==> src/verilog/soc_pkg.sv <==
/*
  Shared widths, memory map, credit counts and bus types of the SoC interconnect.
  Every RTL module refers to these by scoped name.
*/

package soc_pkg;

  //////////////////////////////
  // Widths

  localparam int unsigned AddrWidth    = 32;
  localparam int unsigned DataWidth    = 64;
  localparam int unsigned StrbWidth    = DataWidth / 8;
  localparam int unsigned ApbAddrWidth = 32;
  localparam int unsigned ApbDataWidth = 32;
  localparam int unsigned L2NumWords   = 1024;
  localparam int unsigned L2IdxLsb     = $clog2(StrbWidth);

  typedef logic [AddrWidth-1:0]          addr_t;
  typedef logic [DataWidth-1:0]          data_t;
  typedef logic [StrbWidth-1:0]          strb_t;
  typedef logic [ApbAddrWidth-1:0]       apb_addr_t;
  typedef logic [ApbDataWidth-1:0]       apb_data_t;
  typedef logic [$clog2(L2NumWords)-1:0] l2_idx_t;

  //////////////////////////////
  // Memory map

  localparam addr_t DramBase   = 32'h8000_0000;
  localparam addr_t DramLength = 32'h0000_2000;
  localparam addr_t UartBase   = 32'hC000_0000;
  localparam addr_t UartLength = 32'h0000_1000;
  localparam addr_t CtrlBase   = 32'hD000_0000;
  localparam addr_t CtrlLength = 32'h0000_1000;

  //////////////////////////////
  // Credits

  localparam int unsigned ReqCredits  = 4;
  localparam int unsigned RspCredits  = 2;
  localparam int unsigned ReqPtrWidth = $clog2(ReqCredits);
  localparam int unsigned ReqCntWidth = $clog2(ReqCredits + 1);
  localparam int unsigned RspCntWidth = $clog2(RspCredits + 1);

  typedef logic [ReqPtrWidth-1:0] req_ptr_t;
  typedef logic [ReqCntWidth-1:0] req_cnt_t;
  typedef logic [RspCntWidth-1:0] rsp_cnt_t;

  //////////////////////////////
  // Bus types

  typedef enum logic [1:0] {
    TGT_L2,
    TGT_UART,
    TGT_CTRL,
    TGT_NONE
  } target_e;

  typedef struct packed {
    addr_t addr;
    logic  we;
    data_t wdata;
    strb_t strb;
  } soc_req_t;

  typedef struct packed {
    data_t rdata;
    logic  err;
  } soc_rsp_t;

  typedef struct packed {
    logic      psel;
    logic      penable;
    logic      pwrite;
    apb_addr_t paddr;
    apb_data_t pwdata;
  } apb_req_t;

  typedef struct packed {
    apb_data_t prdata;
    logic      pready;
    logic      pslverr;
  } apb_rsp_t;

endpackage

==> src/verilog/soc_ctrl_regs.sv <==
/*
  Control-register block next to the router. Holds the exit register at
  offset 0 of the control region and flags every other offset as an error.
*/

module soc_ctrl_regs (
  input  logic              clk_i,
  input  logic              rst_i,
  input  logic              valid_i,
  input  soc_pkg::soc_req_t req_i,
  output logic              valid_o,
  output soc_pkg::soc_rsp_t rsp_o,
  output soc_pkg::data_t    exit_o
);

  soc_pkg::data_t    exit_q;
  soc_pkg::soc_rsp_t rsp_q;
  logic              valid_q;
  logic              hit;

  assign hit     = (req_i.addr == soc_pkg::CtrlBase);
  assign exit_o  = exit_q;
  assign valid_o = valid_q;
  assign rsp_o   = rsp_q;

  always_ff @(posedge clk_i) begin
    if (rst_i) begin
      exit_q  <= '0;
      valid_q <= 1'b0;
    end else begin
      valid_q <= valid_i;
      if (valid_i && hit && req_i.we) begin
        for (int b = 0; b < soc_pkg::StrbWidth; b++) begin
          if (req_i.strb[b]) exit_q[8*b +: 8] <= req_i.wdata[8*b +: 8];
        end
      end
    end
  end

  // Reads see the value before a same-cycle write
  always_ff @(posedge clk_i) begin
    if (valid_i) begin
      rsp_q.rdata <= hit ? exit_q : '0;
      rsp_q.err   <= !hit;
    end
  end

endmodule

==> config.mk <==
export PLATFORM = sky130hd
export DESIGN_NAME = soc_ctrl_regs
export DESIGN_NICKNAME = d
export VERILOG_FILES = /design/src/verilog/soc_pkg.sv /design/src/verilog/soc_ctrl_regs.sv
export SDC_FILE = /design/constraint.sdc
export NUM_CORES = 1
export LEC_CHECK = 0
export BUFFER_PORTS_ARGS = -buffer_cell sky130_fd_sc_hd__buf_2
export CAP_MARGIN = 20
export CORE_UTILIZATION = 25
export CTS_CLUSTER_DIAMETER = 100
export CTS_CLUSTER_SIZE = 28
export DETAILED_ROUTE_END_ITERATION = 7
export PLACE_DENSITY = 0.55
export SKIP_LAST_GASP = 1
export SLEW_MARGIN = 5
export SYNTH_ARGS = -nofsm -noshare
export SYNTH_HDL_FRONTEND = slang
export SYNTH_SLANG_ARGS = --single-unit
==> constraint.sdc <==
create_clock -name clk_i -period 2 [get_ports clk_i]
set_input_delay 0.1 -clock clk_i [delete_from_list [all_inputs] [get_ports clk_i]]
set_output_delay 0.1 -clock clk_i [all_outputs]
set_load 0.1 [all_outputs]
==> results.yml <==
worst_setup_path:
  cp-end-kind: "flip-flop"
  cp_cell_sequence: "buf_2 -> nor4_4 -> nand4_4 -> nor4_4 -> buf_4 -> mux2i_1"
  cp.arrival_ns: 1.77
  reg2reg_from: "exit_o[58]"
  cp-startpoint: "req_i[100]"
  critPathLaunchType: "input pin"
  path_class: "input pin to flip-flop"
  crit_fanout: 9
  critical-path-max-stage-delay_ns: 0.40
  required_ns: 2.33
  cp_common_cell: "nor4_4"
  cp_slowest_cell: "nand4_4"
placement:
  gp_congestion: 0.7041
  dp_slack_ns: 0.09103
  dp.cells: 946
  placed_area_mm2: 0.007163
  dpl.hpwl_um: 9705
  portBuffers: 237
power:
  pwr_density_cell_mw_per_mm2: 819.3
  ir_worst_vdd_uv: 468.3
  leakagePower_nw: 3.489
  power_mw: 6.859
routing:
  ant_nets: 0
  vias_per_cell: 4.029
  route.vias.total: 4198
  wire_per_inst_um: 14.14
  wl_um: 14730
  remaining_drc_errors: 0
  firstDrtPassIters: 4
  first_iter_violations: 112
die:
  die_w_um: 151.2
  rows: 54
  initial_utilization_pct: 25.48
  chipHeight_um: 151.2
  ios: 238
  fp.dieArea_mm2: 0.02285
  core_area_mm2: 0.02182
sta:
  setup_violations: 0
  maxSlewHeadroom_pct: 65.99
  slew_violations: 0
  tightestPinTransition_ns: 0.5084
  period_needed_ns: 1.434
  post-route-worst-setup-slack_ns: 0.5656
  fin_skew_ns: 0.007070
  tns_ns: 0
  post-route-period-util_pct: 71.72
  rsz0062_at_grt: "false"
  hold_viol: 0
  fmax_ghz: 0.6971
  whs_ns: 0.2361
synth:
  avgSynthCellArea_um2: 12.73
  ys_types: 15
  yosysWarnings: 0
  synthesis.nets: 545
  synth_cells: 437
  netlist_area_mm2: 0.005562
  ys_seq_area_share_pct: 58.49
  ys_ff_latch: 130
clock_network:
  cts_tree: "yes"
  clk_pin_slew_worst_paths_ns: 0.06
  htreeDepth: 4
  clk_latency_ns: 0.41
  clock_path_buffers: 2
  clock_sinks: 130
  numCtsBuffers: 17
  clockRootBuffer: "clkbuf_16"
grt:
  grt_pass1_wl_um: 22790
  track_usage_pct: 13.16
  grt_start_max_net_pins: 130
  antenna_found_initial: 1
  grt_pass1_vias: 4280
  grt_overflow_total: 0
cells_and_area:
  drive_above_1_share_pct: 39.24
  layout_common_cells: "buf_2 (236), nand2b_1 (128), dfxtp_1 (65), edfxtp_1 (65)"
  layout.cells.non_filler: 1042
  mostFrequentLayoutCell: "buf_2"
  diodes: 0
  fin_nets: 857
  syn_to_final_growth_pct: 50.53
  stdcell_area_mm2: 0.008372
  post-route-util_pct: 38.36
hold_path:
  min_from: "rst_i"
  hold_class: "input pin to flip-flop"
flow_run:
  cap_violations: 0
run_status:
  status: "complete, no violations"
final cells by class:
type	count	area [µm²]
multi-input cells	277	2202
flip-flops and latches	130	3253
clock buffers	18	429.2
well taps	280	350.3
clock inverters	14	138.9
fillers	2159	13450
inverters	9	33.78
repair buffers	314	1964
metal layers:
layer  vias up  track usage (%)  wire [µm]
met3        15            5.361       1053
met4         2            4.250        144
met5         -                0         13
met1      1947            16.31       6727
li1       2093                -          -
met2       141            20.69       6791
timing repair:
item                      in CTS  in global routing
gates resized for setup        0                  0
buffers inserted               0                  0
hold endpoints to repair      64                  0
hold buffers                  64                  0
state kept, by name (all words and copies together) (netlist names):
name,cells
exit_o,64
rsp_o,65
valid_o,1
worst max-delay path, delay by kind of cell:
kind | cells | cell delay, ns
AND/OR/NAND/NOR | 3 | 1.09
buffers and inverters | 2 | 0.36
multiplexers | 1 | 0.20
cell usage after synthesis:
cell        n  area share (%)
and2_1     64             7.2
clkbuf_1   20             1.3
nor2_1      1           0.067
nand2b_1  128              14
nand2_2     1            0.11
clkbuf_2    1           0.090
nor4_4     11             4.2
nor4_2      4            0.90
inv_1       9            0.61
nor2b_1     1            0.11
nand4_4     2            0.76
edfxtp_1   65              35
mux2i_1    64              12
dfxtp_1    65              23
and4b_1     1            0.18
kinds of logic (layout without fill, tap and decap cells):
kind of cell | after synthesis | count (layout) | synth area share [%]
and+or+nand+nor | 213 | 213 | 27.94
DFF | 130 | 130 | 58.49
muxes | 64 | 64 | 11.52
buffers and inverters | 30 | 355 | 2.047
report_power, final:
group          internal (mW)  switching [mW]
Combinational          0.269           0.701
Sequential              2.86          0.0171
Clock                   1.83            1.19
Total                   4.95            1.91
worst paths after layout:
check / end / slack [ns] / cells past startpoint
max: exit_o[20] / 0.57 / 6
min: valid_o / 0.24 / 3
max reg2reg: rsp_o[59] / 1.29 / 1
min reg2reg: exit_o[38] / 0.48 / 2
(Power assumes the default switching activity.)
