$ cat src/verilog/soc_pkg.sv
/*
  Shared widths, memory map, credit counts and bus types of the SoC interconnect.
  Every RTL module refers to these by scoped name.
*/

package soc_pkg;

  //////////////////////////////
  // Widths

  localparam int unsigned AddrWidth    = 32;
  localparam int unsigned DataWidth    = 64;
  localparam int unsigned StrbWidth    = DataWidth / 8;
  localparam int unsigned ApbAddrWidth = 32;
  localparam int unsigned ApbDataWidth = 32;
  localparam int unsigned L2NumWords   = 1024;
  localparam int unsigned L2IdxLsb     = $clog2(StrbWidth);

  typedef logic [AddrWidth-1:0]          addr_t;
  typedef logic [DataWidth-1:0]          data_t;
  typedef logic [StrbWidth-1:0]          strb_t;
  typedef logic [ApbAddrWidth-1:0]       apb_addr_t;
  typedef logic [ApbDataWidth-1:0]       apb_data_t;
  typedef logic [$clog2(L2NumWords)-1:0] l2_idx_t;

  //////////////////////////////
  // Memory map

  localparam addr_t DramBase   = 32'h8000_0000;
  localparam addr_t DramLength = 32'h0000_2000;
  localparam addr_t UartBase   = 32'hC000_0000;
  localparam addr_t UartLength = 32'h0000_1000;
  localparam addr_t CtrlBase   = 32'hD000_0000;
  localparam addr_t CtrlLength = 32'h0000_1000;

  //////////////////////////////
  // Credits

  localparam int unsigned ReqCredits  = 4;
  localparam int unsigned RspCredits  = 2;
  localparam int unsigned ReqPtrWidth = $clog2(ReqCredits);
  localparam int unsigned ReqCntWidth = $clog2(ReqCredits + 1);
  localparam int unsigned RspCntWidth = $clog2(RspCredits + 1);

  typedef logic [ReqPtrWidth-1:0] req_ptr_t;
  typedef logic [ReqCntWidth-1:0] req_cnt_t;
  typedef logic [RspCntWidth-1:0] rsp_cnt_t;

  //////////////////////////////
  // Bus types

  typedef enum logic [1:0] {
    TGT_L2,
    TGT_UART,
    TGT_CTRL,
    TGT_NONE
  } target_e;

  typedef struct packed {
    addr_t addr;
    logic  we;
    data_t wdata;
    strb_t strb;
  } soc_req_t;

  typedef struct packed {
    data_t rdata;
    logic  err;
  } soc_rsp_t;

  typedef struct packed {
    logic      psel;
    logic      penable;
    logic      pwrite;
    apb_addr_t paddr;
    apb_data_t pwdata;
  } apb_req_t;

  typedef struct packed {
    apb_data_t prdata;
    logic      pready;
    logic      pslverr;
  } apb_rsp_t;

endpackage

$ cat src/verilog/soc_router.sv
/*
  Address router. Pops one request, decodes it against the memory map, sends
  it to a single target and returns the response while response credits last.
*/

module soc_router (
  input  logic              clk_i,
  input  logic              rst_i,
  input  logic              head_valid_i,
  input  soc_pkg::soc_req_t head_i,
  output logic              pop_o,
  input  logic              rsp_credit_i,
  output logic              rsp_valid_o,
  output soc_pkg::soc_rsp_t rsp_o,
  output soc_pkg::soc_req_t tgt_req_o,
  output logic              l2_valid_o,
  input  logic              l2_valid_i,
  input  soc_pkg::soc_rsp_t l2_rsp_i,
  output logic              apb_valid_o,
  input  logic              apb_valid_i,
  input  soc_pkg::soc_rsp_t apb_rsp_i,
  output logic              ctrl_valid_o,
  input  logic              ctrl_valid_i,
  input  soc_pkg::soc_rsp_t ctrl_rsp_i
);

  typedef enum logic [1:0] {IDLE, WAIT, RESP} state_e;

  state_e            state_q;
  soc_pkg::target_e  tgt_q;
  soc_pkg::soc_req_t req_q;
  soc_pkg::soc_rsp_t rsp_q;
  soc_pkg::soc_rsp_t tgt_rsp;
  soc_pkg::rsp_cnt_t credit_q;
  logic              start;
  logic              dispatch_q;
  logic              none_valid_q;
  logic              tgt_valid;

  function automatic soc_pkg::target_e decode(input soc_pkg::addr_t addr);
    if (addr >= soc_pkg::DramBase && addr < soc_pkg::DramBase + soc_pkg::DramLength) begin
      return soc_pkg::TGT_L2;
    end
    if (addr >= soc_pkg::UartBase && addr < soc_pkg::UartBase + soc_pkg::UartLength) begin
      return soc_pkg::TGT_UART;
    end
    if (addr >= soc_pkg::CtrlBase && addr < soc_pkg::CtrlBase + soc_pkg::CtrlLength) begin
      return soc_pkg::TGT_CTRL;
    end
    return soc_pkg::TGT_NONE;
  endfunction

  // Only start when the finished response is sure to leave
  assign start       = (state_q == IDLE) && head_valid_i && (credit_q != '0);
  assign pop_o       = start;
  assign rsp_valid_o = (state_q == RESP);
  assign rsp_o       = rsp_q;
  assign tgt_req_o   = req_q;

  assign l2_valid_o   = dispatch_q && (tgt_q == soc_pkg::TGT_L2);
  assign apb_valid_o  = dispatch_q && (tgt_q == soc_pkg::TGT_UART);
  assign ctrl_valid_o = dispatch_q && (tgt_q == soc_pkg::TGT_CTRL);

  always_comb begin
    case (tgt_q)
      soc_pkg::TGT_L2: begin
        tgt_valid = l2_valid_i;
        tgt_rsp   = l2_rsp_i;
      end
      soc_pkg::TGT_UART: begin
        tgt_valid = apb_valid_i;
        tgt_rsp   = apb_rsp_i;
      end
      soc_pkg::TGT_CTRL: begin
        tgt_valid = ctrl_valid_i;
        tgt_rsp   = ctrl_rsp_i;
      end
      default: begin
        tgt_valid = none_valid_q;
        tgt_rsp   = '{rdata: '0, err: 1'b1};
      end
    endcase
  end

  //////////////////////////////
  // Dispatch FSM

  always_ff @(posedge clk_i) begin
    if (rst_i) begin
      state_q      <= IDLE;
      tgt_q        <= soc_pkg::TGT_NONE;
      dispatch_q   <= 1'b0;
      none_valid_q <= 1'b0;
    end else begin
      dispatch_q   <= start;
      // Unmapped requests answer one cycle after dispatch
      none_valid_q <= dispatch_q && (tgt_q == soc_pkg::TGT_NONE);
      case (state_q)
        IDLE: begin
          if (start) begin
            tgt_q   <= decode(head_i.addr);
            state_q <= WAIT;
          end
        end
        WAIT:    if (tgt_valid) state_q <= RESP;
        RESP:    state_q <= IDLE;
        default: state_q <= IDLE;
      endcase
    end
  end

  always_ff @(posedge clk_i) begin
    if (start) req_q <= head_i;
    if (state_q == WAIT && tgt_valid) rsp_q <= tgt_rsp;
  end

  //////////////////////////////
  // Response credits

  always_ff @(posedge clk_i) begin
    if (rst_i) begin
      credit_q <= soc_pkg::rsp_cnt_t'(soc_pkg::RspCredits);
    end else begin
      case ({rsp_credit_i, rsp_valid_o})
        2'b10:   credit_q <= credit_q + 1'b1;
        2'b01:   credit_q <= credit_q - 1'b1;
        default: credit_q <= credit_q;
      endcase
    end
  end

endmodule

$ cat config.mk
export PLATFORM = sky130hd
export DESIGN_NAME = soc_router
export DESIGN_NICKNAME = d
export VERILOG_FILES = /design/src/verilog/soc_pkg.sv /design/src/verilog/soc_router.sv
export SDC_FILE = /design/constraint.sdc
export NUM_CORES = 1
export LEC_CHECK = 0
export BUFFER_PORTS_ARGS = -buffer_cell sky130_fd_sc_hd__buf_2
export CAP_MARGIN = 15
export CORE_AREA = 2 2 186 188
export DETAILED_ROUTE_END_ITERATION = 7
export DIE_AREA = 0 0 188 190
export GPL_ROUTABILITY_DRIVEN = 0
export PLACE_DENSITY_LB_ADDON = 0.1
export SLEW_MARGIN = 15
export SYNTH_ARGS = -nofsm -noshare
export SYNTH_HDL_FRONTEND = slang
export SYNTH_SLANG_ARGS = --single-unit
$ cat constraint.sdc
create_clock -name clk_i -period 3.9 [get_ports clk_i]
set_input_delay 0.585 -clock clk_i [delete_from_list [all_inputs] [get_ports clk_i]]
set_output_delay 0.585 -clock clk_i [all_outputs]
set_load 0.1 [all_outputs]
==> impl_results.md <==
- Logic pwr share: 20.3%
- Tot GR Track Use: 13.2%
- Final setup TNS: 0 ns
- Crit Path Class: reg2reg
- Psw: 1.70 mW
- Nets: 1230
- Largest family of logic cells by synthesized area: multiplexers
- DRC Markers: 0
- Post-route ant nets: 0
- Peak supply drop: 0.313 mV
- Placed Area: 9820 um^2
- Port Buffer Count: 481
- Critical path data required time: 4.02 ns
- Die area: 35700 um^2
- CP Launch Point: tgt_q[0]
- Drt first-iter violations: 166
- Mux contribution to synthesized area: 9.69%
- Initial core utilization: 20.2%
- RSZ-0062 raised after global routing: false
- Hold_buf cts: 0
- Final Hold Fails: 0
- Pin count of the biggest net entering global routing: 108
- Compound-Gate Fraction of Synth Area: 5.41%
- Sw frac: 33.9%
- Synth Warn #: 0
- Gr ovfl total: 0
- Clk_skew: 0.0122 ns
- # rows: 68
- Final setup violating endpoints: 0
- Power, Total: 5.02 mW
- Initial DRT Pass Iterations: 4
- Die H: 190 um
- Multi-input gate area: 1480 um^2
- Post-synthesis adder-cell area fraction: 0.183%
- Core Footprint: 33900 um^2
- CP Launch Type: flip-flop
- Seq/Total Area, Yosys: 76.9%
- Post-synth EDFFs: 170
- Syn_nets: 745
- Share of power burned in registers: 44.5%
- CP endpoint kind: flip-flop
- Post-Synth XOR/XNOR Area: 0.256%
- Fraction of layout cells with a size suffix above 1: 56.4%
- Clk slew on worst S/H paths: 0.08 ns
- Final std cells w/o fill: 1391
- Routed wire per std cell: 17.5 um
- Initial antenna violation count: 3
- Hold Crit Class: in2reg
- Die width: 188 um
- Num CTS Buffers: 17
- Worst endpoint data arrival time: 2.54 ns
- Status: complete, no violations
- Post-place setup slack: 1.41 ns
- Post-synthesis area per instance: 15.7 um^2
- Post-CTS sizing: 0
- Mapped Area: 6840 um^2
- Post-route clock period utilization: 62.1%
- DP HPWL: 19200 um
- Root buf cell: clkbuf_16
- Worst Tran Pin Value: 0.713 ns
- H-tree Lvls: 4
- FFs w/ async S/R, synth: 0%
- Minimum clock period: 2.42 ns
- Number of max-cap violations: 0
- Int Power: 3.31 mW
- Later-pin clock latency in the skew report: 0.43 ns
- Yosys cell types: 29
- First-pass GRT wire length: 34300 um
- Longest Clk Path Bufs: 2
- Register Area: 5270 um^2
- Setup bufs post-CTS: 0
- Reg-to-reg startpoint: tgt_q[0]
- Simple-gate portion of the synthesized area: 5.87%
- Hold Startpoint: head_i[55]
- Vias in the first global route: 5392
- Layout area overhead: 52.2%
- Top-level port count: 482
- Synth Instances: 437
- Static Leak: 4.79 nW
- CTS tree: built
- Routed vias: 5427
- Fin worst setup slack: 1.48 ns
- Filler Cell Count: 3576
- Fin. max-slew vios: 0
- CTS sink cnt: 178
- Fmax: 413 MHz
- Placed Instances: 1358
- Cell area after layout: 10400 um^2
- Slew headroom: 52.5%
- Pwr/cell area: 481 nW/um^2
- Crit Path Max Fanout: 43
- Vias/cell: 3.90
- Primary FF master, synth: edfxtp_1
- Total wire length: 24400 um
- Seq cells post-synth: 178
- Clk pwr share: 35.2%
-- power groups by stage --
stage	Clock, mW	Combinational, mW	Sequential, mW
floorplan	0	0.0825	2.95
global placement	0	1.03	2.28
detailed placement	0	1.03	2.28
CTS	1.83	1.03	2.23
global route	1.91	1.06	2.24
finish	1.77	1.02	2.23
-- worst max-delay path, stage by stage, from the launching register on --
cell     delay [ns]
dfxtp_4        0.69
mux4_2         0.34
and3b_4        0.65
buf_4          0.38
-- layout make-up --
| type | count | share of cell area [%] |
|---|---|---|
| tap | 455 | 5.46 |
| inverter | 3 | 0.132 |
| multi-input combinational | 232 | 14.2 |
| antenna | 1 | 0.0240 |
| sequential | 178 | 50.6 |
| clock inverter | 15 | 1.66 |
| timing repair buffer | 490 | 23.9 |
| clock buffer | 17 | 4.08 |
-- path summary, 6_finish.rpt --
path	slack, ns	end	cells after the start
min reg2reg	0.50	none_valid_q	2
min	0.32	tgt_req_o[55]	1
max reg2reg	1.48	rsp_o[24]	3
max	1.48	rsp_o[24]	3
-- synthesized netlist by cell type, types with 2 or more instances --
library cell	n	area (um^2)
clkbuf_1	15	56.3
buf_1	4	15.0
dfxtp_1	8	160
or3b_1	2	17.5
nor2b_1	4	25.0
o21ai_0	2	10.0
and3b_1	2	17.5
a21oi_1	5	25.0
buf_2	4	20.0
nor2_1	5	18.8
nor4_1	3	18.8
mux2i_1	64	641
nand2_1	66	248
nor3_1	4	20.0
nor3b_1	2	15.0
edfxtp_1	170	5100
inv_1	2	7.51
o21ai_1	64	320
-- flip-flops by register name, summed over array words and instances, names as in the netlist --
signal and count:
tgt_q 2, dispatch_q 1, state_q 2, credit_q 2
none_valid_q 1, rsp_o 65, tgt_req_o 105
-- cell usage in the layout, fill, tap and decap left out, types with 3 or more instances in the layout --
cell / instances
buf_2: 481
edfxtp_1: 170
nand2_1: 66
mux2i_1: 64
o21ai_1: 64
clkbuf_16: 17
buf_4: 8
dfxtp_1: 6
a21oi_1: 5
nor2_1: 5
inv_8: 5
nor3_1: 4
nor2b_1: 3
nor4_1: 3
-- layer usage --
metal | share of wire (%) | up-vias | track usage [%]
li1 | - | 2612 | -
met1 | 39 | 2492 | 15.1
met2 | 51 | 298 | 22.9
met3 | 8.6 | 23 | 4.85
met4 | 1.9 | 2 | 4.24
met5 | 0.053 | - | 0
-- logic make-up (layout without fill, tap and decap cells) --
family                     Yosys count  in the layout
AOI/OAI and AO/OA                   73             73
xor gates and xnor gates             2              2
adders and majority gates            1              1
buffers and inverters               27            525
DFF                                178            178
muxes                               65             65
other                                0              1
and+or+nand+nor                     91             91
-- per-stage QoR --
stage	hold slack [ns]	utilization, %
2_1_floorplan	0.456	-
3_3_place_gp	0.484	28.9
3_5_place_dp	0.489	28.9
4_1_cts	0.295	30.7
5_1_grt	0.286	30.7
6_report	0.322	30.7
(Power assumes the default switching activity.)
