===== src/verilog/soc_pkg.sv =====
/*
  Shared widths, memory map, credit counts and bus types of the SoC interconnect.
  Every RTL module refers to these by scoped name.
*/

package soc_pkg;

  //////////////////////////////
  // Widths

  localparam int unsigned AddrWidth    = 32;
  localparam int unsigned DataWidth    = 64;
  localparam int unsigned StrbWidth    = DataWidth / 8;
  localparam int unsigned ApbAddrWidth = 32;
  localparam int unsigned ApbDataWidth = 32;
  localparam int unsigned L2NumWords   = 1024;
  localparam int unsigned L2IdxLsb     = $clog2(StrbWidth);

  typedef logic [AddrWidth-1:0]          addr_t;
  typedef logic [DataWidth-1:0]          data_t;
  typedef logic [StrbWidth-1:0]          strb_t;
  typedef logic [ApbAddrWidth-1:0]       apb_addr_t;
  typedef logic [ApbDataWidth-1:0]       apb_data_t;
  typedef logic [$clog2(L2NumWords)-1:0] l2_idx_t;

  //////////////////////////////
  // Memory map

  localparam addr_t DramBase   = 32'h8000_0000;
  localparam addr_t DramLength = 32'h0000_2000;
  localparam addr_t UartBase   = 32'hC000_0000;
  localparam addr_t UartLength = 32'h0000_1000;
  localparam addr_t CtrlBase   = 32'hD000_0000;
  localparam addr_t CtrlLength = 32'h0000_1000;

  //////////////////////////////
  // Credits

  localparam int unsigned ReqCredits  = 4;
  localparam int unsigned RspCredits  = 2;
  localparam int unsigned ReqPtrWidth = $clog2(ReqCredits);
  localparam int unsigned ReqCntWidth = $clog2(ReqCredits + 1);
  localparam int unsigned RspCntWidth = $clog2(RspCredits + 1);

  typedef logic [ReqPtrWidth-1:0] req_ptr_t;
  typedef logic [ReqCntWidth-1:0] req_cnt_t;
  typedef logic [RspCntWidth-1:0] rsp_cnt_t;

  //////////////////////////////
  // Bus types

  typedef enum logic [1:0] {
    TGT_L2,
    TGT_UART,
    TGT_CTRL,
    TGT_NONE
  } target_e;

  typedef struct packed {
    addr_t addr;
    logic  we;
    data_t wdata;
    strb_t strb;
  } soc_req_t;

  typedef struct packed {
    data_t rdata;
    logic  err;
  } soc_rsp_t;

  typedef struct packed {
    logic      psel;
    logic      penable;
    logic      pwrite;
    apb_addr_t paddr;
    apb_data_t pwdata;
  } apb_req_t;

  typedef struct packed {
    apb_data_t prdata;
    logic      pready;
    logic      pslverr;
  } apb_rsp_t;

endpackage


===== src/verilog/soc_ingress_buf.sv =====
/*
  Request FIFO sized to the request credits. Each pop frees one slot and
  returns one credit to the master a cycle later.
*/

module soc_ingress_buf (
  input  logic              clk_i,
  input  logic              rst_i,
  input  logic              push_i,
  input  soc_pkg::soc_req_t push_req_i,
  output logic              head_valid_o,
  output soc_pkg::soc_req_t head_o,
  input  logic              pop_i,
  output logic              credit_o
);

  soc_pkg::soc_req_t mem_q [soc_pkg::ReqCredits];
  soc_pkg::req_ptr_t wptr_q;
  soc_pkg::req_ptr_t rptr_q;
  soc_pkg::req_cnt_t count_q;
  logic              credit_q;

  function automatic soc_pkg::req_ptr_t next_ptr(input soc_pkg::req_ptr_t ptr);
    if (ptr == soc_pkg::req_ptr_t'(soc_pkg::ReqCredits - 1)) begin
      return '0;
    end
    return ptr + 1'b1;
  endfunction

  assign head_valid_o = (count_q != '0);
  assign head_o       = mem_q[rptr_q];
  assign credit_o     = credit_q;

  // Pointers, fill level and credit return
  always_ff @(posedge clk_i) begin
    if (rst_i) begin
      wptr_q   <= '0;
      rptr_q   <= '0;
      count_q  <= '0;
      credit_q <= 1'b0;
    end else begin
      credit_q <= pop_i;
      if (push_i) wptr_q <= next_ptr(wptr_q);
      if (pop_i)  rptr_q <= next_ptr(rptr_q);
      case ({push_i, pop_i})
        2'b10:   count_q <= count_q + 1'b1;
        2'b01:   count_q <= count_q - 1'b1;
        default: count_q <= count_q;
      endcase
    end
  end

  always_ff @(posedge clk_i) begin
    if (push_i) mem_q[wptr_q] <= push_req_i;
  end

endmodule


===== config.mk =====
export PLATFORM = sky130hd
export DESIGN_NAME = soc_ingress_buf
export DESIGN_NICKNAME = d
export VERILOG_FILES = /design/src/verilog/soc_pkg.sv /design/src/verilog/soc_ingress_buf.sv
export SDC_FILE = /design/constraint.sdc
export NUM_CORES = 1
export LEC_CHECK = 0
export BUFFER_PORTS_ARGS = -buffer_cell sky130_fd_sc_hd__buf_2
export CORE_ASPECT_RATIO = 0.75
export CORE_MARGIN = 2
export CORE_UTILIZATION = 45
export DETAILED_ROUTE_END_ITERATION = 10
export SLEW_MARGIN = 20
export SYNTH_ARGS = -nofsm -noshare
export SYNTH_HDL_FRONTEND = slang
export SYNTH_SLANG_ARGS = --single-unit

===== constraint.sdc =====
create_clock -name clk_i -period 7.99 [get_ports clk_i]
set_clock_uncertainty 0.1 [all_clocks]
set_input_delay 0.799 -clock clk_i [delete_from_list [all_inputs] [get_ports clk_i]]
set_output_delay 0.799 -clock clk_i [all_outputs]
set_load 0.01 [all_outputs]

==> flow_summary.toml, run 1 <==
[detailed_routing]
detail_route.wl_per_cell_um = 21.8
via_per_inst = 5.18
vias = 6893
dr.pass1.iters = 6
antenna_left = 0
routed_wl_um = 29000
drc = 0
drt_first_iter_violations = 397

[sta]
setup_viol = 0
grt_setup_unrepaired = "false"
period_needed_ns = 3.89
finalHoldViolCount = 0
period_share_pct = 48.7
max_slew_margin_pct = 36.6
tightestPinTransition_ns = 0.951
final_max_slew_viol_count = 0
setup_tns_ns = 0
fmax_mhz = 257

[setup_path]
critPathCaptureType = "output port"
reg2reg_depth = 3
r2r_end = "mem_q[3][84]$_DFFE_PP_"
cp_max_fo = 45
reg2reg_slack_ns = 5.66
cp.required_ns = 7.09
crit_end = "head_o[2]"
crit_type = "reg -> out"
startpoint_type = "flop"
worstPathArrival_ns = 2.99
reg2reg_from = "wptr_q[0]$_SDFFE_PP0P_"

[pwr]
vdd_drop_max_uv = 195
p_leak_uw = 0.00623
powerDensity_mw_per_mm2 = 267

[finish]
final_cell_mix = "edfxtp_1 (420), buf_2 (215), mux4_2 (105), clkbuf_16 (45), clkbuf_1 (13)"
fillers = 2640
layout.cells.non_filler = 1331
finalNetCount = 953
final_common_cell = "edfxtp_1"
area_growth_pct = 19.1
drive_gt1_share_pct = 45.1

[cts]
clk_pin_slew_ns = 0.06
cts_tree = "built"
numCtsBuffers = 42
htreeDepth = 2
cts_setup_buffers = 0
cts_num_sinks = 430
hold_buffers = 0
cts_buffer_depth = 3
cts-root-buf = "clkbuf_16"
cts_resized = 0
clock_latency_ns = 0.53

[global_route]
grt_pass1_wl_um = 43200
grt_max_degree = 74
grt_usage_pct = 16.1
grt_pass1_vias = 7554
grt-ovfl-total = 0
antenna_found_initial = 4

[worst_hold_path]
min_path_type = "in -> reg"

[yosys]
synthCells = 595
avgSynthCellArea_um2 = 26.2
yosysSeqAreaShare_pct = 82.0
synth_area_mm2 = 0.0156
yosysUniqueCellTypes = 19
ys_ff_latch = 430
synth_fp_nets = 711
yosys_warnings = 0

[run]
cap_violations = 0

[placement]
dp_hpwl_um = 17200
place.gp.congestion = 0.728
dp.cells = 1250
portBuffers = 215

[floorplan]
initial_utilization_pct = 45.4
die_w_um = 219
ios = 216
rows = 59
core_area_mm2 = 0.0344
die_h_um = 165
die-area_mm2 = 0.0362

[outcome]
outcome = "completed"
[area by class of cell]
cell class	instances	area [µm²]	share of cell area, %
clock inverters	19	223	1.20
diodes	3	7.51	0.0403
well taps	457	572	3.07
clock buffers	59	1190	6.39
repair buffers	223	1160	6.25
inverters	4	15.0	0.0807
multi-input cells	136	2620	14.1
flip-flops and latches	430	12800	68.9
[metrics by stage]
| stage | instance area [µm²] | total power, µW | hold WS, ns | util [%] | worst slack (ns) |
|---|---|---|---|---|---|
| after floorplan | 15600 | 2880 | 0.354 | - | 4.20 |
| after global placement | 17200 | 3030 | 0.362 | 49.9 | 4.54 |
| after detailed placement | 17200 | 3040 | 0.419 | 49.9 | 4.51 |
| after CTS | 18600 | 5040 | 0.339 | 54.0 | 3.91 |
| after global routing | 18600 | 5170 | 0.352 | 54.1 | 3.80 |
| final | 18600 | 4970 | 0.373 | 54.1 | 4.10 |
[worst min path at each step]
stage | depth (start not counted) | start | to
global placement | 2 | count_q[2]$_SDFFE_PP0P_ | count_q[2]$_SDFFE_PP0P_
finish | 1 | push_req_i[58] | mem_q[0][58]$_DFFE_PP_
CTS | 1 | push_req_i[29] | mem_q[0][29]$_DFFE_PP_
detailed placement | 2 | count_q[2]$_SDFFE_PP0P_ | count_q[2]$_SDFFE_PP0P_
global route | 1 | push_req_i[72] | mem_q[2][72]$_DFFE_PP_
floorplan | 2 | count_q[2]$_SDFFE_PP0P_ | count_q[2]$_SDFFE_PP0P_
[cell families after synthesis]
family                     Yosys count  synth area share (%)
muxes                              108                  15.3
adders and majority gates            7                 0.609
AOI/OAI and AO/OA                    4                 0.128
DFF                                430                  82.0
buffers and inverters               29                  1.27
xor gates and xnor gates             2                 0.112
and+or+nand+nor                     15                 0.505
[power breakdown]
| group | total (µW) | internal, µW | switching [µW] |
|---|---|---|---|
| clock network | 1990 | 1200 | 786 |
| logic | 377 | 175 | 202 |
| registers | 2610 | 2570 | 34.6 |
| total | 4970 | 3950 | 1020 |
[Yosys cell counts]
cell / instances / share of area, %
a21oi_1: 3 / 0.096
ha_1: 6 / 0.48
nor3b_1: 2 / 0.096
fa_1: 1 / 0.13
mux2i_1: 3 / 0.19
mux4_2: 105 / 15
o21ai_0: 1 / 0.032
buf_6: 1 / 0.072
edfxtp_1: 420 / 81
clkbuf_1: 6 / 0.14
xor2_1: 1 / 0.056
dfxtp_1: 10 / 1.3
or3_1: 2 / 0.080
xnor2_1: 1 / 0.056
buf_8: 6 / 0.58
nor2_1: 7 / 0.17
inv_1: 4 / 0.096
and2_1: 4 / 0.16
buf_2: 12 / 0.38
[worst max-delay path: stages, from the launching register on]
cell and delay (ns):
dfxtp_4 0.95, buf_4 0.68, mux4_2 0.62, buf_2 0.16
[routing by layer]
metal  track usage, %  share of wire [%]  up-vias
met5                0              0.052        -
met4             4.51                1.6        2
met3             4.98                7.7       37
met2             27.2                 50      193
met1             20.3                 41     3610
li1                 -                  -     3051
[state kept, by name (all words and copies together) (netlist names), named ones only]
name / cells
credit_o: 1
wptr_q: 2
rptr_q: 2
mem_q: 420
count_q: 3
Power figures use the tool's default switching activity.
==> run 2: changes to the inputs <==
PLACE_DENSITY = 0.67   (was unset)
clock period = 3.4 ns   (was 7.99 ns; I/O delays follow)
==> run 2 against run 1 <==
Clock-buffer cell count down 6; core utilization rose by 3.4 points; clock power grew 130%; global-route usage is 0.85 points higher; combinational power rose to 2.8 times the previous value; first-iteration DRC count increased by 91%; sequential share of layout area shrank 4.1 points; hold slack worse by 0.34 ns; critical path depth unchanged; register-to-register slack worse by 4.2 ns.
==> flow_summary.toml, run 2 (synthesis gave the netlist of run 1 again) <==
[finish]
area_growth_pct = 26.6
antennaDiodeCount = 0
largest_register = "mem_q"
final_common_cell = "edfxtp_1"
drive_gt1_share_pct = 41.1
fillers = 2528
largest_reg_flops = 420
finalNetCount = 1072
final_cell_mix = "edfxtp_1 (420), buf_2 (215), dlygate4sd3_1 (106), mux4_2 (105), clkbuf_16 (43)"
top_regs = "mem_q (420), count_q (3)"

[sta]
grt_setup_unrepaired = "false"
period_needed_ns = 2.77
period_share_pct = 81.5
max_slew_margin_pct = 55.3
tightestPinTransition_ns = 0.671
setup_tns_ns = 0
final_max_slew_viol_count = 0
setup_viol = 0
finalHoldViolCount = 0
fmax_mhz = 361
fin_ws_ns = 0.628

[global_route]
grt_pass1_wl_um = 45700
antenna_found_initial = 1
grt_max_degree = 100
grt_most_used_layer = "met2"
grt-ovfl-total = 0
use_met1_pct = 23.4
grt_usage_pct = 16.9
grt_pass1_vias = 7802
use_met2_pct = 27.0
gr-usage-met3_pct = 4.91

[cts]
numCtsBuffers = 41
clock_latency_ns = 0.52
cts-root-buf = "clkbuf_16"
cts_resized = 0
cts_num_sinks = 430
htreeDepth = 2
cts_setup_buffers = 0
clk_pin_slew_ns = 0.06
cts_buffer_depth = 3
cts_tree = "built"
hold_buffers = 106

[detailed_routing]
routed_wl_um = 30500
via_per_inst = 5.10
vias = 7365
dr.pass1.iters = 4
detail_route.wl_per_cell_um = 21.1
antenna_left = 0
drc = 0
drt_first_iter_violations = 760

[worst_hold_path]
min_path_type = "in -> reg"
hold_start = "pop_i"
holdPathStages = 3

[setup_path]
cp_max_fo = 33
slowest_delay_ns = 0.78
cp.required_ns = 2.96
startpoint_type = "flop"
crit_chain = "buf_12 -> mux4_2 -> buf_2"
reg2reg_depth = 3
worstPathArrival_ns = 2.33
reg2reg_from = "wptr_q[0]$_SDFFE_PP0P_"
critPathCaptureType = "output port"
crit_slowest_cell = "dfxtp_4"
crit_type = "reg -> out"

[placement]
dpl_worst_slack_ns = 1.11
place.gp.congestion = 0.687
dp_hpwl_um = 18200
portBuffers = 215

[floorplan]
ios = 216
die_h_um = 165
die_w_um = 219
initial_utilization_pct = 45.4
rows = 59
die-area_mm2 = 0.0362
core_area_mm2 = 0.0344

[run]
cap_violations = 0

[pwr]
powerDensity_mw_per_mm2 = 591
vdd_drop_max_uv = 358
p_leak_uw = 0.00675

[outcome]
outcome = "completed"
## run 2: changes by cell type in the layout (fill, tap and decap cells not counted), sizes merged
cell         change
buf             +14
clkinv           +4
diode            -3
clkinvlp         -1
clkbuf           -6
dlygate4sd3    +106
## run 2: area by class of cell
| class | instances | area (µm²) | share of cell area [%] |
|---|---|---|---|
| sequential | 430 | 12800 | 64.8 |
| multi-input combinational | 136 | 2620 | 13.2 |
| timing repair buffer | 343 | 2400 | 12.1 |
| clock buffer | 53 | 1110 | 5.63 |
| tap | 457 | 572 | 2.89 |
| clock inverter | 22 | 234 | 1.18 |
| inverter | 4 | 15.0 | 0.0759 |
## run 2: path summary, 6_finish.rpt
check        slack [ns]                 endpoint
max reg2reg        1.44   mem_q[3][70]$_DFFE_PP_
max                0.63               head_o[78]
min                0.04      credit_o$_SDFF_PP0_
min reg2reg        0.39  count_q[2]$_SDFFE_PP0P_
## run 2: report_power, final
part	internal [µW]	switching (µW)	leakage, µW
combinational	518	524	0.00214
sequential	6040	69.3	0.00394
clock	2700	1840	0.000663
total	9260	2430	0.00675
## run 2: worst max-delay path, delay by kind of cell, from the launching register on
kind / cells / cell delay (ns)
DFF: 1 / 0.78
buffers and inverters: 2 / 0.43
muxes: 1 / 0.55
## run 2: through the flow
stage,util (%),instances,hold WS (ns),total power (µW),area (µm²)
finish,57.5,1445,0.0364,11700,19800
global route,57.5,1445,0.0447,12100,19800
CTS,57.5,1445,0.00258,11800,19800
detailed placement,50.5,1264,0.379,7180,17400
global placement,50.5,1264,0.371,7160,17400
floorplan,-,595,0.339,6750,15600
## run 2: per-layer routing
| metal | wire length, µm | up-vias | share of wire [%] |
|---|---|---|---|
| met1 | 13300 | 3838 | 44 |
| met2 | 14600 | 199 | 48 |
| met3 | 2060 | 39 | 6.8 |
| li1 | - | 3287 | - |
| met4 | 450 | 2 | 1.5 |
| met5 | 13 | - | 0.043 |
