--- src/verilog/soc_pkg.sv ---
/*
  Shared widths, memory map, credit counts and bus types of the SoC interconnect.
  Every RTL module refers to these by scoped name.
*/

package soc_pkg;

  //////////////////////////////
  // Widths

  localparam int unsigned AddrWidth    = 32;
  localparam int unsigned DataWidth    = 64;
  localparam int unsigned StrbWidth    = DataWidth / 8;
  localparam int unsigned ApbAddrWidth = 32;
  localparam int unsigned ApbDataWidth = 32;
  localparam int unsigned L2NumWords   = 1024;
  localparam int unsigned L2IdxLsb     = $clog2(StrbWidth);

  typedef logic [AddrWidth-1:0]          addr_t;
  typedef logic [DataWidth-1:0]          data_t;
  typedef logic [StrbWidth-1:0]          strb_t;
  typedef logic [ApbAddrWidth-1:0]       apb_addr_t;
  typedef logic [ApbDataWidth-1:0]       apb_data_t;
  typedef logic [$clog2(L2NumWords)-1:0] l2_idx_t;

  //////////////////////////////
  // Memory map

  localparam addr_t DramBase   = 32'h8000_0000;
  localparam addr_t DramLength = 32'h0000_2000;
  localparam addr_t UartBase   = 32'hC000_0000;
  localparam addr_t UartLength = 32'h0000_1000;
  localparam addr_t CtrlBase   = 32'hD000_0000;
  localparam addr_t CtrlLength = 32'h0000_1000;

  //////////////////////////////
  // Credits

  localparam int unsigned ReqCredits  = 4;
  localparam int unsigned RspCredits  = 2;
  localparam int unsigned ReqPtrWidth = $clog2(ReqCredits);
  localparam int unsigned ReqCntWidth = $clog2(ReqCredits + 1);
  localparam int unsigned RspCntWidth = $clog2(RspCredits + 1);

  typedef logic [ReqPtrWidth-1:0] req_ptr_t;
  typedef logic [ReqCntWidth-1:0] req_cnt_t;
  typedef logic [RspCntWidth-1:0] rsp_cnt_t;

  //////////////////////////////
  // Bus types

  typedef enum logic [1:0] {
    TGT_L2,
    TGT_UART,
    TGT_CTRL,
    TGT_NONE
  } target_e;

  typedef struct packed {
    addr_t addr;
    logic  we;
    data_t wdata;
    strb_t strb;
  } soc_req_t;

  typedef struct packed {
    data_t rdata;
    logic  err;
  } soc_rsp_t;

  typedef struct packed {
    logic      psel;
    logic      penable;
    logic      pwrite;
    apb_addr_t paddr;
    apb_data_t pwdata;
  } apb_req_t;

  typedef struct packed {
    apb_data_t prdata;
    logic      pready;
    logic      pslverr;
  } apb_rsp_t;

endpackage

--- src/verilog/soc_apb_bridge.sv ---
/*
  Turns one routed request into a single APB transfer for the UART.
  The response follows one cycle after pready is seen in the access phase.
*/

module soc_apb_bridge (
  input  logic              clk_i,
  input  logic              rst_i,
  input  logic              valid_i,
  input  soc_pkg::soc_req_t req_i,
  output logic              valid_o,
  output soc_pkg::soc_rsp_t rsp_o,
  output soc_pkg::apb_req_t apb_o,
  input  soc_pkg::apb_rsp_t apb_i
);

  typedef enum logic [1:0] {IDLE, SETUP, ACCESS} state_e;

  state_e             state_q;
  soc_pkg::apb_addr_t paddr_q;
  soc_pkg::apb_data_t pwdata_q;
  logic               pwrite_q;
  soc_pkg::soc_rsp_t  rsp_q;
  logic               valid_q;
  logic               done;

  assign done = (state_q == ACCESS) && apb_i.pready;

  // Address and data held in registers keep the bus stable until pready
  assign apb_o = '{
    psel:    (state_q != IDLE),
    penable: (state_q == ACCESS),
    pwrite:  pwrite_q,
    paddr:   paddr_q,
    pwdata:  pwdata_q
  };

  assign valid_o = valid_q;
  assign rsp_o   = rsp_q;

  always_ff @(posedge clk_i) begin
    if (rst_i) begin
      state_q <= IDLE;
      valid_q <= 1'b0;
    end else begin
      valid_q <= done;
      case (state_q)
        IDLE:    if (valid_i) state_q <= SETUP;
        SETUP:   state_q <= ACCESS;
        ACCESS:  if (apb_i.pready) state_q <= IDLE;
        default: state_q <= IDLE;
      endcase
    end
  end

  always_ff @(posedge clk_i) begin
    if (state_q == IDLE && valid_i) begin
      paddr_q  <= req_i.addr[soc_pkg::ApbAddrWidth-1:0];
      pwdata_q <= req_i.wdata[soc_pkg::ApbDataWidth-1:0];
      pwrite_q <= req_i.we;
    end
    if (done) begin
      rsp_q.rdata <= soc_pkg::data_t'(apb_i.prdata);
      rsp_q.err   <= apb_i.pslverr;
    end
  end

endmodule

--- config.mk ---
export PLATFORM = sky130hd
export DESIGN_NAME = soc_apb_bridge
export DESIGN_NICKNAME = d
export VERILOG_FILES = /design/src/verilog/soc_pkg.sv /design/src/verilog/soc_apb_bridge.sv
export SDC_FILE = /design/constraint.sdc
export NUM_CORES = 1
export LEC_CHECK = 0
export CAP_MARGIN = 20
export CORE_AREA = 2 2 108 110
export DETAILED_ROUTE_END_ITERATION = 7
export DIE_AREA = 0 0 110 112
export DONT_BUFFER_PORTS = 1
export MAX_ROUTING_LAYER = met4
export SYNTH_ARGS = -nofsm -noshare
export SYNTH_HDL_FRONTEND = slang
export SYNTH_SLANG_ARGS = --single-unit
--- constraint.sdc ---
create_clock -name clk_i -period 3.4 [get_ports clk_i]
set_input_delay 0.34 -clock clk_i [delete_from_list [all_inputs] [get_ports clk_i]]
set_output_delay 0.34 -clock clk_i [all_outputs]
set_load 0.02 [all_outputs]
==> impl_metrics.py, run 1 <==
metrics = {
    "sta": {
        "timing.setup.tns_ps": 0,
        "timing.final.crit_share_pct": 45.0,
        "final.min_clock_period_ps": 1530,
        "drv_slew": 0,
        "skew_ps": 3.00,
        "unrepaired_setup_endpoints_after_global_routing": "no",
        "fmaxAchievable_mhz": 653,
        "report.final.hold_viol_count": 0,
        "setup_violations": 0,
    },
    "final_layout": {
        "num-nets-final": 298,
        "final_core_utilization_pct": 33.1,
        "layout.filler_cells": 1021,
        "layout-drive-gt1-share_pct": 13.7,
        "layout.cell_area.non_filler_um2": 3690,
        "areaGrowthSynthToFinish_pct": 11.0,
    },
    "setup_path": {
        "cpPeakStageDelay_ps": 440,
        "critical_path_start_end_classification": "flop to output port",
        "worstPathCellList": "nor2b_1",
        "worst-path-buf-inv": 0,
        "cell_family_contributing_the_most_delay_on_the_critical_path": "simple AND/OR/NAND/NOR gates",
        "crit_start": "state_q[1]$_SDFFE_PP0P_",
        "cp-start-kind": "flop",
        "crit_path_max_fanout": 5,
        "end_kind": "output port",
        "regToRegStartpoint": "state_q[1]$_SDFFE_PP0P_",
        "critical_path.slowest_cell": "sky130_fd_sc_hd__nor2b_1",
        "worst_ep_arrival_time_ps": 1190,
        "worst_ep_required_time_ps": 3060,
    },
    "pwr": {
        "static_power_due_to_leakage_nw": 1.24,
        "worst_ir_drop_vdd_v": 0.000227,
        "power_frac_comb_pct": 2.9,
        "netSwitchingFraction_pct": 24.0,
        "internal-power_mw": 1.96,
        "p_total_mw": 2.58,
        "power-per-cell-area_nw_per_um2": 699,
        "power.clock.fraction_pct": 37.1,
        "sequential_power_share_pct": 60.0,
        "switchingPower_uw": 619,
    },
    "detailed_routing": {
        "drtPass1Iterations": 4,
        "drt_iter0_drc": 97,
        "detail_route.vias_per_cell": 3.86,
        "routed-via-count": 1180,
        "route.detailed.drc": 0,
        "final_antenna_net_count": 0,
        "final_wirelength_um": 6450,
        "wl_per_cell_um": 21.1,
    },
    "grt": {
        "global_route.usage.total_pct": 10.3,
        "maximum_number_of_pins_on_one_net_before_global_route_repair": 35,
        "first_pass_grt_wire_length_um": 8410,
        "vias_in_the_first_global_route": 1163,
        "global_route.overflow_total": 0,
        "antenna_found_initial": 2,
    },
    "clock_tree": {
        "clock_tree.buffer_depth": 2,
        "clock_tree_root_driver_cell": "sky130_fd_sc_hd__clkbuf_16",
        "cts_inserted_buffers": 9,
        "post_cts_sizing": 0,
        "clock_network_latency_to_the_later_pin_of_the_worst_skew_pair_ps": 330,
        "ctsHtreeMaxLevel": 3,
        "postCtsHoldBufs": 0,
        "cts_num_sinks": 101,
        "clock_tree_from_tritoncts": "done",
        "cts_post_setup_buffers_inserted": 0,
        "cts_clock_pin_slew_for_the_worst_setup_and_hold_paths_ps": 70,
    },
    "place": {
        "dp.final_hpwl_um": 4870,
        "numPortBuffers": 0,
        "postPlaceCellArea_um2": 3400,
        "finalWeightedCongestion": 0.672,
    },
    "yosys": {
        "syn_inst": 144,
        "synth_seq_cells": 101,
        "syn-mean-instance-area_um2": 23.1,
        "post_synth_num_cell_types": 13,
        "ys_warn_count": 0,
        "seq_area_frac_synth_pct": 90.2,
        "netlist_area_pre_place_um2": 3330,
    },
    "floorplan": {
        "core_region_area_um2": 11200,
        "fp-row-count": 39,
        "chip_width_um": 110,
        "total_i_o_pin_count": 275,
        "die_height_um": 112,
        "die_area_um2": 12300,
        "floorplan.initialDensity_pct": 29.8,
    },
    "min_path": {
        "timing.hold.worst.start": "rst_i",
        "hold_removal_path_class": "input pin to flop",
    },
    "run_status": {
        "outcome": "finished clean",
    },
    "flow_run": {
        "max-cap-violations": 0,
    },
}
## area by class of cell
class | count | area, um2 | share of cell area [%]
well taps | 143 | 179 | 4.84
clock inverters | 7 | 60.1 | 1.63
multi-input cells | 41 | 200 | 5.42
clock buffers | 9 | 225 | 6.10
diodes | 2 | 5.00 | 0.135
repair buffers | 3 | 22.5 | 0.610
flip-flops and latches | 101 | 3000 | 81.3
## logic make-up after synthesis
logic type	count (synthesis)	share of synthesized area, %
simple gates	8	1.99
compound gates	1	0.226
other cells	1	0.113
buf+inv	33	7.44
flops	101	90.2
## power groups by stage
stage,Combinational (mW),Sequential [mW],Clock [mW]
4_1_cts,0.0751,1.55,0.995
3_5_place_dp,0.0746,1.58,0
6_report,0.0741,1.55,0.959
3_3_place_gp,0.0729,1.58,0
5_1_grt,0.0805,1.56,1.06
2_1_floorplan,0.0900,1.57,0
## layout by cell type (no fill, tap or decap)
| cell type | instances |
|---|---|
| sky130_fd_sc_hd__a21o_1 | 1 |
| sky130_fd_sc_hd__and2b_1 | 1 |
| sky130_fd_sc_hd__and3b_1 | 1 |
| sky130_fd_sc_hd__buf_4 | 3 |
| sky130_fd_sc_hd__clkbuf_16 | 9 |
| sky130_fd_sc_hd__clkinv_2 | 1 |
| sky130_fd_sc_hd__clkinv_4 | 2 |
| sky130_fd_sc_hd__clkinvlp_4 | 2 |
| sky130_fd_sc_hd__conb_1 | 32 |
| sky130_fd_sc_hd__dfxtp_1 | 3 |
| sky130_fd_sc_hd__diode_2 | 2 |
| sky130_fd_sc_hd__edfxtp_1 | 98 |
| sky130_fd_sc_hd__inv_8 | 2 |
| sky130_fd_sc_hd__nor2_1 | 1 |
| sky130_fd_sc_hd__nor2b_1 | 1 |
| sky130_fd_sc_hd__nor2b_4 | 1 |
| sky130_fd_sc_hd__nor3b_1 | 1 |
| sky130_fd_sc_hd__nor3b_4 | 1 |
| sky130_fd_sc_hd__or2_2 | 1 |
## stage by stage
stage / hold WS (ps) / setup slack, ps / std cells
6_report: 61.3 / 1870 / 306
3_3_place_gp: 407 / 2040 / 288
2_1_floorplan: 404 / 15.8 / 175
3_5_place_dp: 409 / 2020 / 288
5_1_grt: 39.1 / 1810 / 306
4_1_cts: 43.6 / 1850 / 304
## sequential cells by signal (all words and copies together), names as in the netlist
signal    count
paddr_q      32
valid_o       1
rsp_o        33
pwrite_q      1
state_q       2
pwdata_q     32
## per-layer routing
layer | up-vias | global-route usage [%] | wire length [um]
li1 | 503 | - | -
met1 | 566 | 10.2 | 2230
met2 | 105 | 16.5 | 3460
met3 | 6 | 5.62 | 660
met4 | 0 | 4.81 | 97
met5 | - | - | 0
## final timing paths
check | slack (ps) | to | cells after the start
min reg2reg | 680 | state_q[1]$_SDFFE_PP0P_ | 2
min | 60 | valid_o$_SDFF_PP0_ | 1
max reg2reg | 2040 | paddr_q[31]$_DFFE_PP_ | 2
max | 1870 | apb_o[65] | 1
## worst reg2reg max path, stage by stage (launching register included)
cell and delay [ps]:
sky130_fd_sc_hd__dfxtp_1 360, sky130_fd_sc_hd__nor3b_4 220, sky130_fd_sc_hd__buf_4 410
## cell usage after synthesis
cell | instances | share of area (%)
sky130_fd_sc_hd__conb_1 | 1 | 0.11
sky130_fd_sc_hd__nor3b_1 | 1 | 0.23
sky130_fd_sc_hd__nor2b_1 | 1 | 0.19
sky130_fd_sc_hd__a21o_1 | 1 | 0.23
sky130_fd_sc_hd__and3b_1 | 1 | 0.26
sky130_fd_sc_hd__dfxtp_1 | 3 | 1.8
sky130_fd_sc_hd__edfxtp_1 | 98 | 88
sky130_fd_sc_hd__or2_2 | 1 | 0.19
sky130_fd_sc_hd__buf_4 | 33 | 7.4
sky130_fd_sc_hd__nor2b_4 | 1 | 0.41
sky130_fd_sc_hd__and2b_1 | 1 | 0.23
sky130_fd_sc_hd__nor2_1 | 1 | 0.11
sky130_fd_sc_hd__nor3b_2 | 1 | 0.38
No activity file was read; power rests on OpenSTA's default activity.
==> inputs of run 2 (changes only) <==
clock period = 1.4 ns   (was 3.4 ns; I/O delays follow)
==> impl_metrics.py, run 2 (same netlist as run 1, synthesis figures left out) <==
metrics = {
    "clock_tree": {
        "cts_clock_pin_slew_for_the_worst_setup_and_hold_paths_ps": 70,
        "cts_num_sinks": 101,
        "clock_tree_from_tritoncts": "done",
        "postCtsHoldBufs": 99,
        "clock_tree.buffer_depth": 2,
        "ctsHtreeMaxLevel": 3,
        "clock_network_latency_to_the_later_pin_of_the_worst_skew_pair_ps": 330,
        "post_cts_sizing": 0,
        "cts_inserted_buffers": 9,
        "cts_post_setup_buffers_inserted": 0,
        "clock_tree_root_driver_cell": "sky130_fd_sc_hd__clkbuf_16",
    },
    "final_layout": {
        "layout.cell_area.non_filler_um2": 4750,
        "layout.filler_cells": 944,
        "final_core_utilization_pct": 42.5,
        "num-nets-final": 397,
        "layout-drive-gt1-share_pct": 8.49,
        "ff_latch_area_um2": 3000,
        "max_reg_flops": 33,
        "multi_input_area_um2": 201,
        "most_common_library_cell_in_the_layout_ignoring_fill_and_taps": "sky130_fd_sc_hd__dlygate4sd3_1",
        "layout_common_cells": "sky130_fd_sc_hd__dlygate4sd3_1, sky130_fd_sc_hd__edfxtp_1, sky130_fd_sc_hd__conb_1, sky130_fd_sc_hd__clkbuf_16, sky130_fd_sc_hd__buf_12",
        "layoutNonFillerInstCount": 403,
        "areaGrowthSynthToFinish_pct": 42.7,
    },
    "place": {
        "dpl_worst_slack_ps": 170,
        "dp.final_hpwl_um": 4840,
        "place.detailed.instances": 288,
        "postPlaceCellArea_um2": 3440,
        "finalWeightedCongestion": 0.673,
        "numPortBuffers": 0,
    },
    "setup_path": {
        "critical_path.slowest_cell": "sky130_fd_sc_hd__dfxtp_1",
        "worst_ep_arrival_time_ps": 1190,
        "regToRegStartpoint": "state_q[1]$_SDFFE_PP0P_",
        "timing.critical_path.to": "apb_o[65]",
        "end_kind": "output port",
        "r2r_slack_ps": 160,
        "critical_path_cell_count": 1,
        "worstPathCellList": "nor2b_1",
        "critical_path.reg2reg.endpoint": "pwdata_q[3]$_DFFE_PP_",
        "cpPeakStageDelay_ps": 430,
        "r2r.worst_path.cells": 2,
        "critical_path_start_end_classification": "flop to output port",
        "cell_family_contributing_the_most_delay_on_the_critical_path": "flip-flops",
        "cp-start-kind": "flop",
        "worst_ep_required_time_ps": 1260,
        "crit_path_max_fanout": 5,
        "worst-path-buf-inv": 0,
        "crit_start": "state_q[1]$_SDFFE_PP0P_",
    },
    "grt": {
        "antenna_found_initial": 1,
        "maximum_number_of_pins_on_one_net_before_global_route_repair": 37,
        "vias_in_the_first_global_route": 1595,
        "global_route.overflow_total": 0,
        "global_route.usage.total_pct": 11.1,
        "first_pass_grt_wire_length_um": 9250,
    },
    "sta": {
        "fmaxAchievable_mhz": 750,
        "timing.final.crit_share_pct": 95.3,
        "final.min_clock_period_ps": 1330,
        "unrepaired_setup_endpoints_after_global_routing": "no",
        "setup_violations": 0,
        "skew_ps": 4.73,
        "timing.setup.tns_ps": 0,
        "setup_slack_ps": 66.2,
        "drv_slew": 0,
        "report.final.hold_viol_count": 0,
    },
    "floorplan": {
        "total_i_o_pin_count": 275,
        "chip_width_um": 110,
        "die_area_um2": 12300,
        "core_region_area_um2": 11200,
        "fp-row-count": 39,
        "die_height_um": 112,
        "floorplan.initialDensity_pct": 29.8,
    },
    "run_status": {
        "outcome": "finished clean",
    },
    "detailed_routing": {
        "detail_route.vias_per_cell": 3.95,
        "final_antenna_net_count": 0,
        "route.detailed.drc": 0,
        "wl_per_cell_um": 17.6,
        "drt_iter0_drc": 186,
        "final_wirelength_um": 7070,
        "routed-via-count": 1590,
        "drtPass1Iterations": 4,
    },
    "pwr": {
        "static_power_due_to_leakage_nw": 1.69,
        "worst_ir_drop_vdd_v": 0.000550,
        "power-per-cell-area_nw_per_um2": 1430,
    },
    "flow_run": {
        "max-cap-violations": 0,
    },
    "min_path": {
        "hold_removal_path_class": "input pin to flop",
    },
}
[run 2: power breakdown]
group          switching, mW  internal [mW]  total [mW]
Combinational          0.209          0.219       0.427
Sequential             0.251           3.52        3.77
Clock                   1.02           1.56        2.58
[run 2: metal layers]
metal  share of wire (%)  vias to the layer above  global-route usage, %
li1                    -                      699                      -
met2                  54                      117                   19.2
met3                 8.4                       12                   3.75
met4                 2.3                        0                   6.08
met1                  35                      762                   10.5
met5                   0                        -                      -
[run 2: how the worst min path moves through the flow]
| stage | startpoint | end | slack [ps] | cells after the start |
|---|---|---|---|---|
| detailed placement | rst_i | valid_o$_SDFF_PP0_ | 210 | 1 |
| floorplan | rst_i | valid_o$_SDFF_PP0_ | 200 | 1 |
| CTS | rst_i | state_q[1]$_SDFFE_PP0P_ | 0.1 | 2 |
| global placement | rst_i | valid_o$_SDFF_PP0_ | 210 | 1 |
| finish | rst_i | state_q[1]$_SDFFE_PP0P_ | 20 | 2 |
| global route | rst_i | state_q[1]$_SDFFE_PP0P_ | 20 | 2 |
[run 2: metrics by stage]
stage                     hold WS (ps)  total power [mW]
after floorplan                    204              4.03
after global placement             207              4.03
after detailed placement           208              4.04
after CTS                        0.129              6.86
after global routing              18.8              7.02
final                             15.4              6.77
[run 2: layout make-up]
type	count	share of cell area (%)
diodes	1	0.0527
clock buffers	9	4.74
clock inverters	6	1.82
multi-input cells	41	4.24
flip-flops and latches	101	63.3
well taps	143	3.77
repair buffers	102	22.1
